`config.mk`:
```
export PLATFORM = sky130hd
export DESIGN_NAME = vmod_top
export DESIGN_NICKNAME = d
export VERILOG_FILES = /design/src/vmod_pkg.sv /design/src/scalar_mod.sv /design/src/vector_mod.sv /design/src/vmod_apb_regs.sv /design/src/vmod_top.sv
export SDC_FILE = /design/constraint.sdc
export NUM_CORES = 1
export LEC_CHECK = 0
export ABC_CLOCK_PERIOD_IN_PS = 9100
export BUFFER_PORTS_ARGS = -buffer_cell sky130_fd_sc_hd__buf_2
export CAP_MARGIN = 40
export CORE_MARGIN = 3
export CORE_UTILIZATION = 35
export DETAILED_ROUTE_END_ITERATION = 10
export PLACE_DENSITY = 0.48
export SLEW_MARGIN = 20
export SYNTH_ARGS = -nofsm -noshare
export SYNTH_HDL_FRONTEND = slang
export SYNTH_SLANG_ARGS = --single-unit
export TNS_END_PERCENT = 1
```
`constraint.sdc`:
```
create_clock -name CLK -period 9.1 [get_ports CLK]
set_input_delay 2.275 -clock CLK [delete_from_list [all_inputs] [get_ports CLK]]
set_output_delay 2.275 -clock CLK [all_outputs]
set_load 0.005 [all_outputs]
```
`src/vmod_pkg.sv`:
```
package vmod_pkg;

  ////////////////////////////////////////////////////////////////////////////
  // Bus widths
  ////////////////////////////////////////////////////////////////////////////

  // APB byte address and data word
  typedef logic [7:0]  apb_addr_t;
  typedef logic [31:0] apb_data_t;

  ////////////////////////////////////////////////////////////////////////////
  // Register map
  ////////////////////////////////////////////////////////////////////////////

  localparam apb_addr_t REG_CTRL     = 8'h00;
  localparam apb_addr_t REG_MODULO   = 8'h04;
  localparam apb_addr_t REG_SIZE     = 8'h08;
  localparam apb_addr_t REG_DATA_IN  = 8'h0C;
  localparam apb_addr_t REG_DATA_OUT = 8'h10;
  localparam apb_addr_t REG_STATUS   = 8'h14;

  // Bit positions inside CTRL and STATUS
  localparam int CTRL_START_BIT  = 0;
  localparam int STATUS_BUSY_BIT = 0;
  localparam int STATUS_DONE_BIT = 1;

  // Scalar remainder FSM
  typedef enum logic {IDLE, SHIFT} scalar_state_t;

  // Vector sequencer FSM
  typedef enum logic [1:0] {STARTER, INPUT, COMPUTE, OUTPUT} vector_state_t;

endpackage

```
`src/scalar_mod.sv`:
```
`timescale 1ns/1ps

module scalar_mod
  import vmod_pkg::*;
#(
  parameter int DATA_W = 32
) (
  input  logic              CLK,
  input  logic              RST,
  input  logic              start,
  input  logic [DATA_W-1:0] modulo,
  input  logic [DATA_W-1:0] data_in,
  output logic              ready,
  output logic [DATA_W-1:0] data_out
);

  // Counter still one bit wide when DATA_W is 1
  localparam int               CNT_W    = $clog2(DATA_W + 1);
  localparam logic [CNT_W-1:0] LAST_BIT = CNT_W'(DATA_W - 1);

  scalar_state_t     state_q;
  logic [CNT_W-1:0]  bit_cnt_q;

  // Operands and partial remainder
  logic [DATA_W-1:0] dividend_q;
  logic [DATA_W-1:0] divisor_q;
  logic [DATA_W-1:0] rem_q;

  // Trial value, one bit wider than an operand
  logic [DATA_W:0]   trial;
  logic              subtract;
  logic [DATA_W-1:0] rem_next;

  // One restoring step, next dividend bit shifted in from the top
  always_comb begin
    trial    = {rem_q, dividend_q[DATA_W-1]};
    // Zero modulus never subtracts, so the element passes through
    subtract = (divisor_q != '0) && (trial >= {1'b0, divisor_q});
    if (subtract) begin
      rem_next = DATA_W'(trial - {1'b0, divisor_q});
    end else begin
      rem_next = trial[DATA_W-1:0];
    end
  end

  // Control, one step per cycle in SHIFT
  always_ff @(posedge CLK or posedge RST) begin
    if (RST) begin
      state_q   <= IDLE;
      bit_cnt_q <= '0;
      ready     <= 1'b0;
    end else begin
      ready <= 1'b0;
      case (state_q)
        IDLE: begin
          if (start) begin
            bit_cnt_q <= '0;
            state_q   <= SHIFT;
          end
        end
        SHIFT: begin
          // Last dividend bit consumed, result valid with ready
          if (bit_cnt_q == LAST_BIT) begin
            ready   <= 1'b1;
            state_q <= IDLE;
          end else begin
            bit_cnt_q <= bit_cnt_q + 1'b1;
          end
        end
        default: state_q <= IDLE;
      endcase
    end
  end

  // Datapath
  always_ff @(posedge CLK) begin
    if (state_q == IDLE && start) begin
      dividend_q <= data_in;
      divisor_q  <= modulo;
      rem_q      <= '0;
    end else if (state_q == SHIFT) begin
      dividend_q <= dividend_q << 1;
      rem_q      <= rem_next;
      if (bit_cnt_q == LAST_BIT) begin
        data_out <= rem_next;
      end
    end
  end

endmodule

```
`src/vector_mod.sv`:
```
`timescale 1ns/1ps

module vector_mod
  import vmod_pkg::*;
#(
  parameter int DATA_W  = 32,
  parameter int INDEX_W = 16
) (
  input  logic               CLK,
  input  logic               RST,
  input  logic               start,
  output logic               ready,
  input  logic [INDEX_W-1:0] size,
  input  logic [DATA_W-1:0]  modulo,
  input  logic [DATA_W-1:0]  data_in,
  input  logic               data_in_enable,
  output logic               in_ready,
  output logic [DATA_W-1:0]  data_out,
  output logic               data_out_enable,
  input  logic               out_ready
);

  vector_state_t      state_q;
  logic [INDEX_W-1:0] index_q;
  logic [INDEX_W-1:0] last_index;

  // Scalar unit handshake
  logic               start_scalar;
  logic               ready_scalar;
  logic [DATA_W-1:0]  modulo_scalar;
  logic [DATA_W-1:0]  data_scalar;
  logic [DATA_W-1:0]  data_out_scalar;

  // Zero length runs one element
  assign last_index = (size == '0) ? '0 : size - 1'b1;

  // Element accepted only while waiting for input
  assign in_ready = (state_q == INPUT);

  ////////////////////////////////////////////////////////////////////////////
  // Sequencer
  ////////////////////////////////////////////////////////////////////////////

  always_ff @(posedge CLK or posedge RST) begin
    if (RST) begin
      state_q         <= STARTER;
      index_q         <= '0;
      start_scalar    <= 1'b0;
      data_out_enable <= 1'b0;
      ready           <= 1'b0;
    end else begin
      // Pulses default low
      start_scalar    <= 1'b0;
      data_out_enable <= 1'b0;
      ready           <= 1'b0;
      case (state_q)
        STARTER: begin
          if (start) begin
            index_q <= '0;
            state_q <= INPUT;
          end
        end
        INPUT: begin
          if (data_in_enable) begin
            start_scalar <= 1'b1;
            state_q      <= COMPUTE;
          end
        end
        COMPUTE: begin
          if (ready_scalar) begin
            state_q <= OUTPUT;
          end
        end
        OUTPUT: begin
          // Hold the result until the slot is free
          if (out_ready) begin
            data_out_enable <= 1'b1;
            if (index_q == last_index) begin
              ready   <= 1'b1;
              state_q <= STARTER;
            end else begin
              index_q <= index_q + 1'b1;
              state_q <= INPUT;
            end
          end
        end
        default: state_q <= STARTER;
      endcase
    end
  end

  // Operands held for the scalar unit, result held for the slot
  always_ff @(posedge CLK) begin
    if (state_q == INPUT && data_in_enable) begin
      data_scalar   <= data_in;
      modulo_scalar <= modulo;
    end
    if (state_q == COMPUTE && ready_scalar) begin
      data_out <= data_out_scalar;
    end
  end

  scalar_mod #(
    .DATA_W (DATA_W)
  ) u_scalar_mod (
    .CLK      (CLK),
    .RST      (RST),
    .start    (start_scalar),
    .modulo   (modulo_scalar),
    .data_in  (data_scalar),
    .ready    (ready_scalar),
    .data_out (data_out_scalar)
  );

endmodule

```
`src/vmod_apb_regs.sv`:
```
`timescale 1ns/1ps

module vmod_apb_regs
  import vmod_pkg::*;
#(
  parameter int DATA_W  = 32,
  parameter int INDEX_W = 16
) (
  input  logic               CLK,
  input  logic               RST,
  // APB slave
  input  logic               psel,
  input  logic               penable,
  input  logic               pwrite,
  input  apb_addr_t          paddr,
  input  apb_data_t          pwdata,
  output apb_data_t          prdata,
  output logic               pready,
  output logic               pslverr,
  // Sequencer side
  output logic               start,
  output logic [DATA_W-1:0]  modulo,
  output logic [INDEX_W-1:0] size,
  output logic [DATA_W-1:0]  data_in,
  output logic               data_in_enable,
  input  logic               in_ready,
  input  logic [DATA_W-1:0]  data_out,
  input  logic               data_out_enable,
  output logic               out_ready,
  input  logic               ready
);

  // Address decode
  logic sel_ctrl;
  logic sel_modulo;
  logic sel_size;
  logic sel_data_in;
  logic sel_data_out;
  logic sel_status;
  logic mapped;

  // Transfer qualifiers
  logic access;
  logic xfer_done;
  logic wr_ok;
  logic start_wr;
  logic rd_out;

  // Result slot and status
  logic              slot_full_q;
  logic [DATA_W-1:0] slot_q;
  logic              busy_q;
  logic              done_q;

  assign sel_ctrl     = (paddr == REG_CTRL);
  assign sel_modulo   = (paddr == REG_MODULO);
  assign sel_size     = (paddr == REG_SIZE);
  assign sel_data_in  = (paddr == REG_DATA_IN);
  assign sel_data_out = (paddr == REG_DATA_OUT);
  assign sel_status   = (paddr == REG_STATUS);
  assign mapped       = sel_ctrl | sel_modulo | sel_size | sel_data_in |
                        sel_data_out | sel_status;

  ////////////////////////////////////////////////////////////////////////////
  // APB handshake
  ////////////////////////////////////////////////////////////////////////////

  assign access = psel && penable;

  // Wait states only on element push and result pop
  always_comb begin
    pready = 1'b0;
    if (access) begin
      if (sel_data_in && pwrite) begin
        pready = in_ready;
      end else if (sel_data_out && !pwrite) begin
        pready = slot_full_q;
      end else begin
        pready = 1'b1;
      end
    end
  end

  // Unmapped, or write to a read-only register
  assign pslverr = access && (!mapped || (pwrite && (sel_data_out || sel_status)));

  assign xfer_done = access && pready;
  assign wr_ok     = xfer_done && pwrite && !pslverr;
  assign start_wr  = wr_ok && sel_ctrl && pwdata[CTRL_START_BIT];
  assign rd_out    = xfer_done && !pwrite && sel_data_out;

  // Element handed over in the completing cycle
  assign data_in_enable = wr_ok && sel_data_in;

  assign out_ready = !slot_full_q;

  // Read mux
  always_comb begin
    prdata = '0;
    case (paddr)
      REG_MODULO:   prdata = apb_data_t'(modulo);
      REG_SIZE:     prdata = apb_data_t'(size);
      REG_DATA_IN:  prdata = apb_data_t'(data_in);
      REG_DATA_OUT: prdata = apb_data_t'(slot_q);
      REG_STATUS: begin
        prdata[STATUS_BUSY_BIT] = busy_q;
        prdata[STATUS_DONE_BIT] = done_q;
      end
      default:      prdata = '0;
    endcase
  end

  ////////////////////////////////////////////////////////////////////////////
  // Registers
  ////////////////////////////////////////////////////////////////////////////

  always_ff @(posedge CLK or posedge RST) begin
    if (RST) begin
      start       <= 1'b0;
      modulo      <= '0;
      size        <= '0;
      busy_q      <= 1'b0;
      done_q      <= 1'b0;
      slot_full_q <= 1'b0;
    end else begin
      start <= start_wr;
      if (wr_ok && sel_modulo) begin
        modulo <= pwdata[DATA_W-1:0];
      end
      if (wr_ok && sel_size) begin
        size <= pwdata[INDEX_W-1:0];
      end
      // New run wins over a finishing one
      if (start_wr) begin
        busy_q <= 1'b1;
        done_q <= 1'b0;
      end else if (ready) begin
        busy_q <= 1'b0;
        done_q <= 1'b1;
      end
      // One-entry slot, filled by the sequencer and emptied by a read
      if (data_out_enable) begin
        slot_full_q <= 1'b1;
      end else if (rd_out) begin
        slot_full_q <= 1'b0;
      end
    end
  end

  // Element taken in the setup phase, stable once the enable fires
  always_ff @(posedge CLK) begin
    if (psel && !penable && pwrite && sel_data_in) begin
      data_in <= pwdata[DATA_W-1:0];
    end
    if (data_out_enable) begin
      slot_q <= data_out;
    end
  end

endmodule

```
`src/vmod_top.sv`:
```
`timescale 1ns/1ps

module vmod_top
  import vmod_pkg::*;
#(
  parameter int DATA_W  = 32,
  parameter int INDEX_W = 16
) (
  input  logic      CLK,
  input  logic      RST,
  // APB slave port
  input  logic      psel,
  input  logic      penable,
  input  logic      pwrite,
  input  apb_addr_t paddr,
  input  apb_data_t pwdata,
  output apb_data_t prdata,
  output logic      pready,
  output logic      pslverr
);

  // Run control
  logic               start;
  logic               ready;

  // Configuration
  logic [DATA_W-1:0]  modulo;
  logic [INDEX_W-1:0] size;

  // Element in
  logic [DATA_W-1:0]  data_in;
  logic               data_in_enable;
  logic               in_ready;

  // Result out
  logic [DATA_W-1:0]  data_out;
  logic               data_out_enable;
  logic               out_ready;

  vmod_apb_regs #(
    .DATA_W  (DATA_W),
    .INDEX_W (INDEX_W)
  ) u_regs (
    .CLK             (CLK),
    .RST             (RST),
    .psel            (psel),
    .penable         (penable),
    .pwrite          (pwrite),
    .paddr           (paddr),
    .pwdata          (pwdata),
    .prdata          (prdata),
    .pready          (pready),
    .pslverr         (pslverr),
    .start           (start),
    .modulo          (modulo),
    .size            (size),
    .data_in         (data_in),
    .data_in_enable  (data_in_enable),
    .in_ready        (in_ready),
    .data_out        (data_out),
    .data_out_enable (data_out_enable),
    .out_ready       (out_ready),
    .ready           (ready)
  );

  // Element-wise modulo sequencer
  vector_mod #(
    .DATA_W  (DATA_W),
    .INDEX_W (INDEX_W)
  ) u_vector_mod (
    .CLK             (CLK),
    .RST             (RST),
    .start           (start),
    .ready           (ready),
    .size            (size),
    .modulo          (modulo),
    .data_in         (data_in),
    .data_in_enable  (data_in_enable),
    .in_ready        (in_ready),
    .data_out        (data_out),
    .data_out_enable (data_out_enable),
    .out_ready       (out_ready)
  );

endmodule

```
Yosys cells after proc, flatten, opt, wreduce, memory -nomap -nowiden:

Cells that the tools add are included.
Widths: inputs -> output; s select.

* equality and inequality tests: 17
* div/mod/pow operators: 0
* muxes and demuxes: 40
* bitwise operators: 7
* magnitude comparators: 1
* multipliers: 0
* reduce and logical (&&, ||, !) cells: 40
* $add $sub $neg: 4
* shifts and indexed selects: 0

Operators by type and width (count)
* $pmux 30 s4: 1
* $mux 32: 3
* $mux 16: 4
* $ge 33x32->1: 1
* $pmux 16 s2: 1
* $reduce_bool 32->1: 1
* $sub 32x32->32: 1
* $logic_and 1x1->1: 22
* $mux 1: 21
* $add 16x1->16 const B: 1
* $eq 16x16->1: 1
* $eq 8x4->1 const B: 2
* $eq 8x5->1 const B: 2
* $logic_not 16->1: 1
* $sub 16x1->16 const B: 1
* $mux 6: 2
* $pmux 6 s2: 1
* $ne 2x2->1 const B: 5
* $pmux 2 s5: 1
* $eq 8x3->1 const B: 1
* $logic_not 8->1: 1
* $mux 2: 4
* $pmux 2 s4: 1
* $reduce_and 4->1: 2
* 14 further kinds: 28

* bits in registers: 369
* bits in latches: 0
* bits in read-only memories: 0
* output and inout bits: 34
* bits in writable memories: 0
* memories: 0

Depth between registers and ports, before layout:

Gate-level depths: netlist of run 1.

* depth in word-level cells: 14
* depth in mapped cells: 14
* depth with buffers taken out: 12

Modules after synthesis:

From an unflattened synthesis of run 1, not the netlist that was laid out.

* cell total of the unflattened synthesis: 1292
* area total of the unflattened synthesis: 16930.0 um2

Modules (own cells, without submodules)
* scalar_mod: area an instance 7165.6 um2, instances 1, sequential area each 3723.6 um2, cells each 634
* vmod_apb_regs: area an instance 4893.4 um2, instances 1, sequential area each 3223.1 um2, cells each 327
* vector_mod: area an instance 4870.9 um2, instances 1, sequential area each 3408.3 um2, cells each 331

Worst setup path before layout of run 1:

Ideal clock, no wire load.

* path kind: input-to-reg
* start point: input paddr[5]
* end point: register u_vector_mod.state_q[1]
* setup time: 128 ps
* data arrival time: 10487 ps
* setup slack: -1515 ps
* cell stages on the path: 5
* data required time: 8972 ps
* cells stage by stage: nor4_1 -> nand3_1 -> nor4_1 -> o2111ai_1 -> mux2_2

* cells in the longest elaborated chain, start to end: 14
* elaborated cells on any way between the ends: 28
* those cells by class: eq/ne: 6; mux: 3; bitwise: 5; reduce/logical: 14

Ends and longest elaborated chain
* start: declaration: line vmod_top.sv:15 `input apb_addr_t paddr,`
* $eq 8x3->1 or $logic_not 8->1 (tied branches): line vmod_apb_regs.sv:56, vmod_apb_regs.sv:55
* $or 1x1->1 (4 in series): line vmod_apb_regs.sv:61 `assign mapped = sel_ctrl | sel_modulo | sel_size | sel_data_in |`
* $or 1x1->1: line vmod_apb_regs.sv:62 `sel_data_out | sel_status;`
* $logic_not 1->1: line vmod_apb_regs.sv:85 `assign pslverr = access && (!mapped || (pwrite && (sel_data_out || sel_status)));`
* $logic_or 1x1->1: line vmod_apb_regs.sv:85
* $logic_and 1x1->1: line vmod_apb_regs.sv:85
* $logic_not 1->1: line vmod_apb_regs.sv:88 `assign wr_ok = xfer_done && pwrite && !pslverr;`
* $logic_and 1x1->1: line vmod_apb_regs.sv:88
* $logic_and 1x1->1 *: line vmod_apb_regs.sv:93 `assign data_in_enable = wr_ok && sel_data_in;`
* $ne 2x1->1 (no source line) *
* $reduce_and 4->1 (no source line) *
* end signal: assignment: line vector_mod.sv:80 `state_q <= STARTER;`
* end signal: assignment: line vector_mod.sv:83 `state_q <= INPUT;`
* end signal: assignment: line vector_mod.sv:87 `default: state_q <= STARTER;`
* end: declaration: line vector_mod.sv:23 `vector_state_t state_q;`

Every way passes the cells marked *; elsewhere a longest branch is shown, timed or not.
A chain may end at the register's enable or synchronous reset.

Final worst setup path of run 1:

* start point: input paddr[5]
* end point: output prdata[14]

* cells in the longest elaborated chain, start to end: 2
* elaborated cells on any way between the ends: 5
* those cells by class: eq/ne: 4; mux: 1

Ends and longest elaborated chain
* $eq 8x5->1 (tied with other cells): line vmod_apb_regs.sv:100 `case (paddr)`
* $pmux 30 s4 *: line vmod_apb_regs.sv:100
* end: declaration: line vmod_top.sv:17 `output apb_data_t prdata,`

Marked as above.

==> out/metrics.csv, run 1 <==
metric,value,unit
multiInputGateArea,5789,um^2
die_h,223.3,um
cts_made_buffers,40,
path_max_fanout,17,
setup_viol,0,
area_growth,14.71,%
finalCritPeriodShare,71.41,%
num_rows,78,
ys_types,85,
clkLatencyLatePin,0.55,ns
netlist_area,16530,um^2
syn-num-nets,1319,
max_slew_margin,46.83,%
dp_hpwl,29280,um
grt_start_max_net_pins,45,
layout_common_cells,"edfxtp_1, mux2_2, dfrtp_1",
grt_pass1_wl,65000,um
crit_chain,buf_2 > nor4_1 > nand3_1 > buf_6 > nor2_1 > buf_4 > a22oi_1 > nand2_1 > buf_2,
place_congestion,0.8151,
critPathLaunchType,input port,
diodes,0,
synthArstFlopShare,21.95,%
firstDrtPassIters,5,
post_cts_buffers,0,
drc,0,
crit_top_cell,buf_2,
finClkSkew,0.01546,ns
max-cap-violations,0,
worst_pin_slew,0.7976,ns
yosysWarnings,0,
dieWidth,223.3,um
drive_gt1_share,21.58,%
layout_min_cycle_time,6.498,ns
cpPeakStageDelay,0.55,ns
fp.coreArea,45970,um^2
peakVddDrop,0.1419,mV
regArea,10350,um^2
ctsHoldBuffers,0,
root_buffer,clkbuf_16,
crit_type,input port to output pin,
cts.sinks,369,
grt_overflow,0,
finalSetupTns,0,ns
hold-worst-slack,0.4142,ns
yosys_register_bits,369,
crit_buf_inv,4,
critPathTopFamily,simple AND/OR/NAND/NOR gates,
synth_edf_count,256,
final_nets,1411,
antenna_found_initial,0,
hold_viol_final,0,
required,6.83,ns
arrival,4.22,ns
clockBufferDepth,3,
status,"complete, no violations",
start_util,35.95,%
wire_per_inst,21.55,um
top_level_ports,79,
grt_pass1_vias,10250,
die_area,49860,um^2
rsz0062_at_grt,false,
cts_tree,yes,
end_kind,output pin,
path_clk_slew,0.06,ns
ant_nets,0,
finalMaxSlewViolations,0,
netlist_instances,1234,
avgSynthCellArea,13.39,um^2
cts_resized,0,
leakage,7.638,nW
max_freq,153.9,MHz
powerDensity,186.9,nW/um^2
final_common_cell,edfxtp_1,
synth_ff_type,edfxtp_1,
synth.yosys.seq_area_share,62.66,%
vias,10371,
port_buffers,78,
hold_path_class,flop to flop,
nFillCells,4257,
via_per_inst,5.297,
drtIter0Drc,814,
htree_levels,2,
wl,42200,um
slowest_stage,nor4_1,
grt_usage,16.82,%
-- metrics by stage --
step	utilization [%]	instance area, um^2	worst slack (ns)	cells	power (mW)
6_report	41.24	18960	2.602	1958	3.543
5_1_grt	41.24	18960	2.405	1958	3.683
4_1_cts	41.16	18920	2.568	1955	3.595
3_5_place_dp	38.47	17680	2.570	1881	2.045
3_3_place_gp	38.35	17630	2.047	1877	2.044
2_1_floorplan	-	16530	1.355	1234	1.972
-- cell families (layout without fill, tap and decap cells) --
kind of cell / after synthesis / count (layout) / share of synthesized area, %
flops: 369 / 369 / 62.66
xor+xnor: 41 / 41 / 2.453
mux: 128 / 128 / 8.533
simple gates: 295 / 295 / 9.744
compound gates: 252 / 252 / 10.91
buf+inv: 109 / 233 / 2.627
fa+ha+maj: 40 / 40 / 3.074
-- Yosys cell counts (6+ instances only) --
library cell  number  area (um^2)
a21o_1            25        187.7
nor4_1            15        93.84
mux2i_1           25        250.2
o41ai_1            6        52.55
nand3_1           18        90.09
nand4_1           13        81.33
o31ai_1           12        90.09
xor2_1            22        192.7
or3_1              8        50.05
and3_1            10        62.56
nand2_1           79        296.5
nand2b_1          11        68.82
o21a_1             6        45.04
a21oi_1           33        165.2
clkbuf_1          43        161.4
or2_2              6        37.54
xnor2_1           16        140.1
o211ai_1          10        75.07
a22o_1            25        219.0
or4_1             10        75.07
nor3b_1            6        45.04
edfxtp_1         256         7687
dfxtp_1           32        640.6
nor2_1            49        183.9
o21ai_0           46        230.2
mux2_2           103         1160
inv_1             57        214.0
dfrtp_1           81         2027
and2_1             8        50.05
a22oi_1           32        240.2
nor2b_1           11        68.82
a31oi_1            6        37.54
ha_1              39        488.0
nor3_1            22        110.1
-- path summary, 6_finish.rpt --
path	start	end	slack, ns	cells past startpoint
max reg2reg	u_regs.size[0]	u_vector_mod.index_q[13]	4.90	11
max in group asynchronous	RST	u_regs.modulo[22]	6.36	4
max	paddr[5]	prdata[14]	2.60	9
min in group asynchronous	RST	u_vector_mod.u_scalar_mod.bit_cnt_q[4]	1.64	2
min	u_vector_mod.data_out[2]	u_regs.slot_q[2]	0.41	0
min reg2reg	u_vector_mod.data_out[2]	u_regs.slot_q[2]	0.41	0
-- final cells by class --
class	count	area share, %
clock buffer	56	5.808
inverter	57	1.135
multi-input combinational	756	30.54
sequential	369	54.62
tap	600	3.960
clock inverter	18	0.7194
timing repair buffer	102	3.214
-- power breakdown --
group / total, mW / switching (mW) / leakage, nW / internal, mW
Clock: 1.53 / 0.675 / 0.594 / 0.857
Sequential: 1.83 / 0.0214 / 3.83 / 1.81
Combinational: 0.177 / 0.119 / 3.22 / 0.0581
-- routing by layer --
layer	share of wire, %	global-route usage, %	wire, um
met5	0	0	0
met4	1.8	3.856	740
met3	4.9	2.789	2078
met2	44	25.14	18560
met1	49	25.58	20820
-- sequential cells by signal, indices dropped and copies added, names as in the netlist, 2 cells and up --
signal / count
u_vector_mod.u_scalar_mod.rem_q: 32
u_vector_mod.data_scalar: 32
u_vector_mod.state_q: 2
u_vector_mod.u_scalar_mod.bit_cnt_q: 6
u_vector_mod.index_q: 16
u_vector_mod.u_scalar_mod.divisor_q: 32
u_vector_mod.modulo_scalar: 32
u_vector_mod.u_scalar_mod.data_out: 32
u_vector_mod.u_scalar_mod.dividend_q: 32
u_regs.size: 16
u_regs.slot_q: 32
u_vector_mod.data_out: 32
u_regs.modulo: 32
u_regs.data_in: 32
(Power assumes the default switching activity.)
==> inputs of run 2 (changes only) <==
- ABC_AREA: not set -> 1
- ABC_CLOCK_PERIOD_IN_PS: 9100 -> 6700
- clock period: 9.1 -> 6.7 ns (I/O delays scaled with it)
==> run 2 against run 1 <==
Clock skew down 0.0062 ns. Critical path depth up 1. Flip-flop and latch count unchanged. Synthesized area up 4.2%. Global-route usage up 1.3 points. First-iteration DRC count down 1.4%. Clock power up 59%. Setup slack worse by 1.2 ns. Total power up 46%. Sequential share of layout area down 2.7 points. Via count up 22%. Critical path type unchanged. Critical endpoint is now prdata[0].
==> out/metrics.csv, run 2 <==
metric,value,unit
hold_path_class,flop to flop,
yosys_register_bits,369,
synth_top_cell_area_share,44.64,%
grt_start_max_net_pins,61,
finalSetupTns,0,ns
via_per_inst,4.880,
drc,0,
netlist_top_cells_count,"nand2_1, edfxtp_1, inv_1, nand3_1, nor2_1",
area_growth,15.73,%
intPower,4.046,mW
grt_pass1_wl,73530,um
drive_gt1_share,10.03,%
grt_pass1_vias,12219,
worst_pin_slew,0.8092,ns
end_kind,output pin,
synthAdderAreaFrac,2.950,%
p_sw_share,21.68,%
drtIter0Drc,803,
synth_top_family_by_area,simple AND/OR/NAND/NOR gates,
finalMaxSlewViolations,0,
nFillCells,4728,
diodes,0,
grt_usage,18.10,%
synthMuxAreaShare,0,%
final_cells,2600,
max-cap-violations,0,
port_buffers,78,
seqPwrFrac,47.5,%
synth_compound_area_share,5.696,%
layout_min_cycle_time,5.273,ns
synth_ff_type,edfxtp_1,
root_buffer,clkbuf_16,
cts.sinks,369,
htree_levels,2,
num_rows,80,
place_congestion,0.8976,
synth-simple-area-share,23.61,%
layout_common_cells,"nand2_1, edfxtp_1, inv_1",
hold_depth,0,
status,"complete, no violations",
synthArstFlopShare,21.95,%
die_area,51900,um^2
wire_per_inst,18.23,um
ant_nets,0,
clkLatencyLatePin,0.55,ns
arrival,3.60,ns
cts_made_buffers,41,
final_nets,1997,
vias,12687,
peakVddDrop,0.1771,mV
start_util,35.77,%
grt_overflow,0,
fp.coreArea,48150,um^2
dp_hpwl,34630,um
leakage,8.373,nW
avgSynthCellArea,9.478,um^2
netlist_area,17220,um^2
cts_tree,yes,
path_max_fanout,17,
synthXorXnorAreaFrac,1.729,%
final_common_cell,nand2_1,
firstDrtPassIters,5,
p_clk_share,47.2,%
crit_type,input port to output pin,
rr_worst_depth,12,
post-synth-top-area-cell,edfxtp_1,
max_freq,189.6,MHz
required,5.03,ns
ctsHoldBuffers,0,
ys_types,47,
final_core_util,41.40,%
dieWidth,227.8,um
powerDensity,259.2,nW/um^2
wl,47410,um
netlist_top_cells_area,"edfxtp_1, nand2_1, dfrtp_1",
finalPower,5.166,mW
post_cts_buffers,0,
synth.yosys.seq_area_share,60.13,%
finClkSkew,0.009209,ns
netlist_instances,1817,
yosysWarnings,0,
max_slew_margin,45.86,%
critPathLaunchType,input port,
finalCritPeriodShare,78.70,%
p_switching,1.120,mW
regArea,10350,um^2
clockBufferDepth,3,
synth_most_common_cell,nand2_1,
die_h,227.8,um
syn-num-nets,1902,
setup_viol,0,
multiInputGateArea,5883,um^2
path_clk_slew,0.06,ns
combPwrFrac,5.3,%
rsz0062_at_grt,false,
placedCellCount,2523,
top_level_ports,79,
antenna_found_initial,0,
cts_resized,0,
hold_viol_final,0,
synth_edf_count,256,
[run 2: worst paths after layout]
kind                                                          from                                     end  slack (ns)
max reg2reg                u_vector_mod.u_scalar_mod.divisor_q[31]  u_vector_mod.u_scalar_mod.data_out[12]        2.81
max in group asynchronous                                      RST                          u_regs.size[8]        4.63
min reg2reg                              u_vector_mod.data_out[14]                       u_regs.slot_q[14]        0.41
max                                                       paddr[1]                               prdata[0]        1.43
min in group asynchronous                                      RST                       u_regs.modulo[17]        1.14
min                                      u_vector_mod.data_out[14]                       u_regs.slot_q[14]        0.41
[run 2: critical path, stage by stage]
cell	delay, ns
buf_2	0.10
nor2_1	0.14
nand2_1	0.12
nor2_1	0.15
nand2_1	0.11
inv_1	0.48
buf_4	0.36
a221oi_1	0.13
o211ai_1	0.17
buf_2	0.17
[run 2: power groups by stage]
stage | combinational [mW] | sequential [mW] | clock [mW]
floorplan | 0.200 | 2.49 | 0
global placement | 0.269 | 2.50 | 0
detailed placement | 0.275 | 2.50 | 0
CTS | 0.276 | 2.45 | 2.51
global route | 0.312 | 2.45 | 2.60
finish | 0.274 | 2.45 | 2.44
[run 2: cells by family after synthesis]
logic type | Yosys count
fa+ha+maj | 40
simple gates | 948
compound gates | 173
flops | 369
xor+xnor | 34
buf+inv | 253
[run 2: through the flow]
stage               hold WS (ns)  worst slack [ns]  area (um^2)
finish                    0.4123             1.427        19930
global route              0.4226             1.200        19930
CTS                       0.4098             1.410        19880
detailed placement        0.4045             1.420        18400
global placement          0.4006             1.437        18340
floorplan                 0.4003            0.7750        17220
[run 2: cell type report]
type | instances | area share (%)
inverters | 206 | 3.899
well taps | 656 | 4.118
flip-flops and latches | 369 | 51.96
repair buffers | 99 | 3.126
clock buffers | 53 | 5.725
multi-input cells | 1195 | 29.52
clock inverters | 22 | 1.657
[run 2: routing by layer]
layer	global-route usage, %	up-vias	wire, um
met3	2.882	67	2017
met4	4.766	0	1032
met2	28.63	269	21670
li1	-	6247	-
met5	0	-	0
met1	25.99	6104	22690
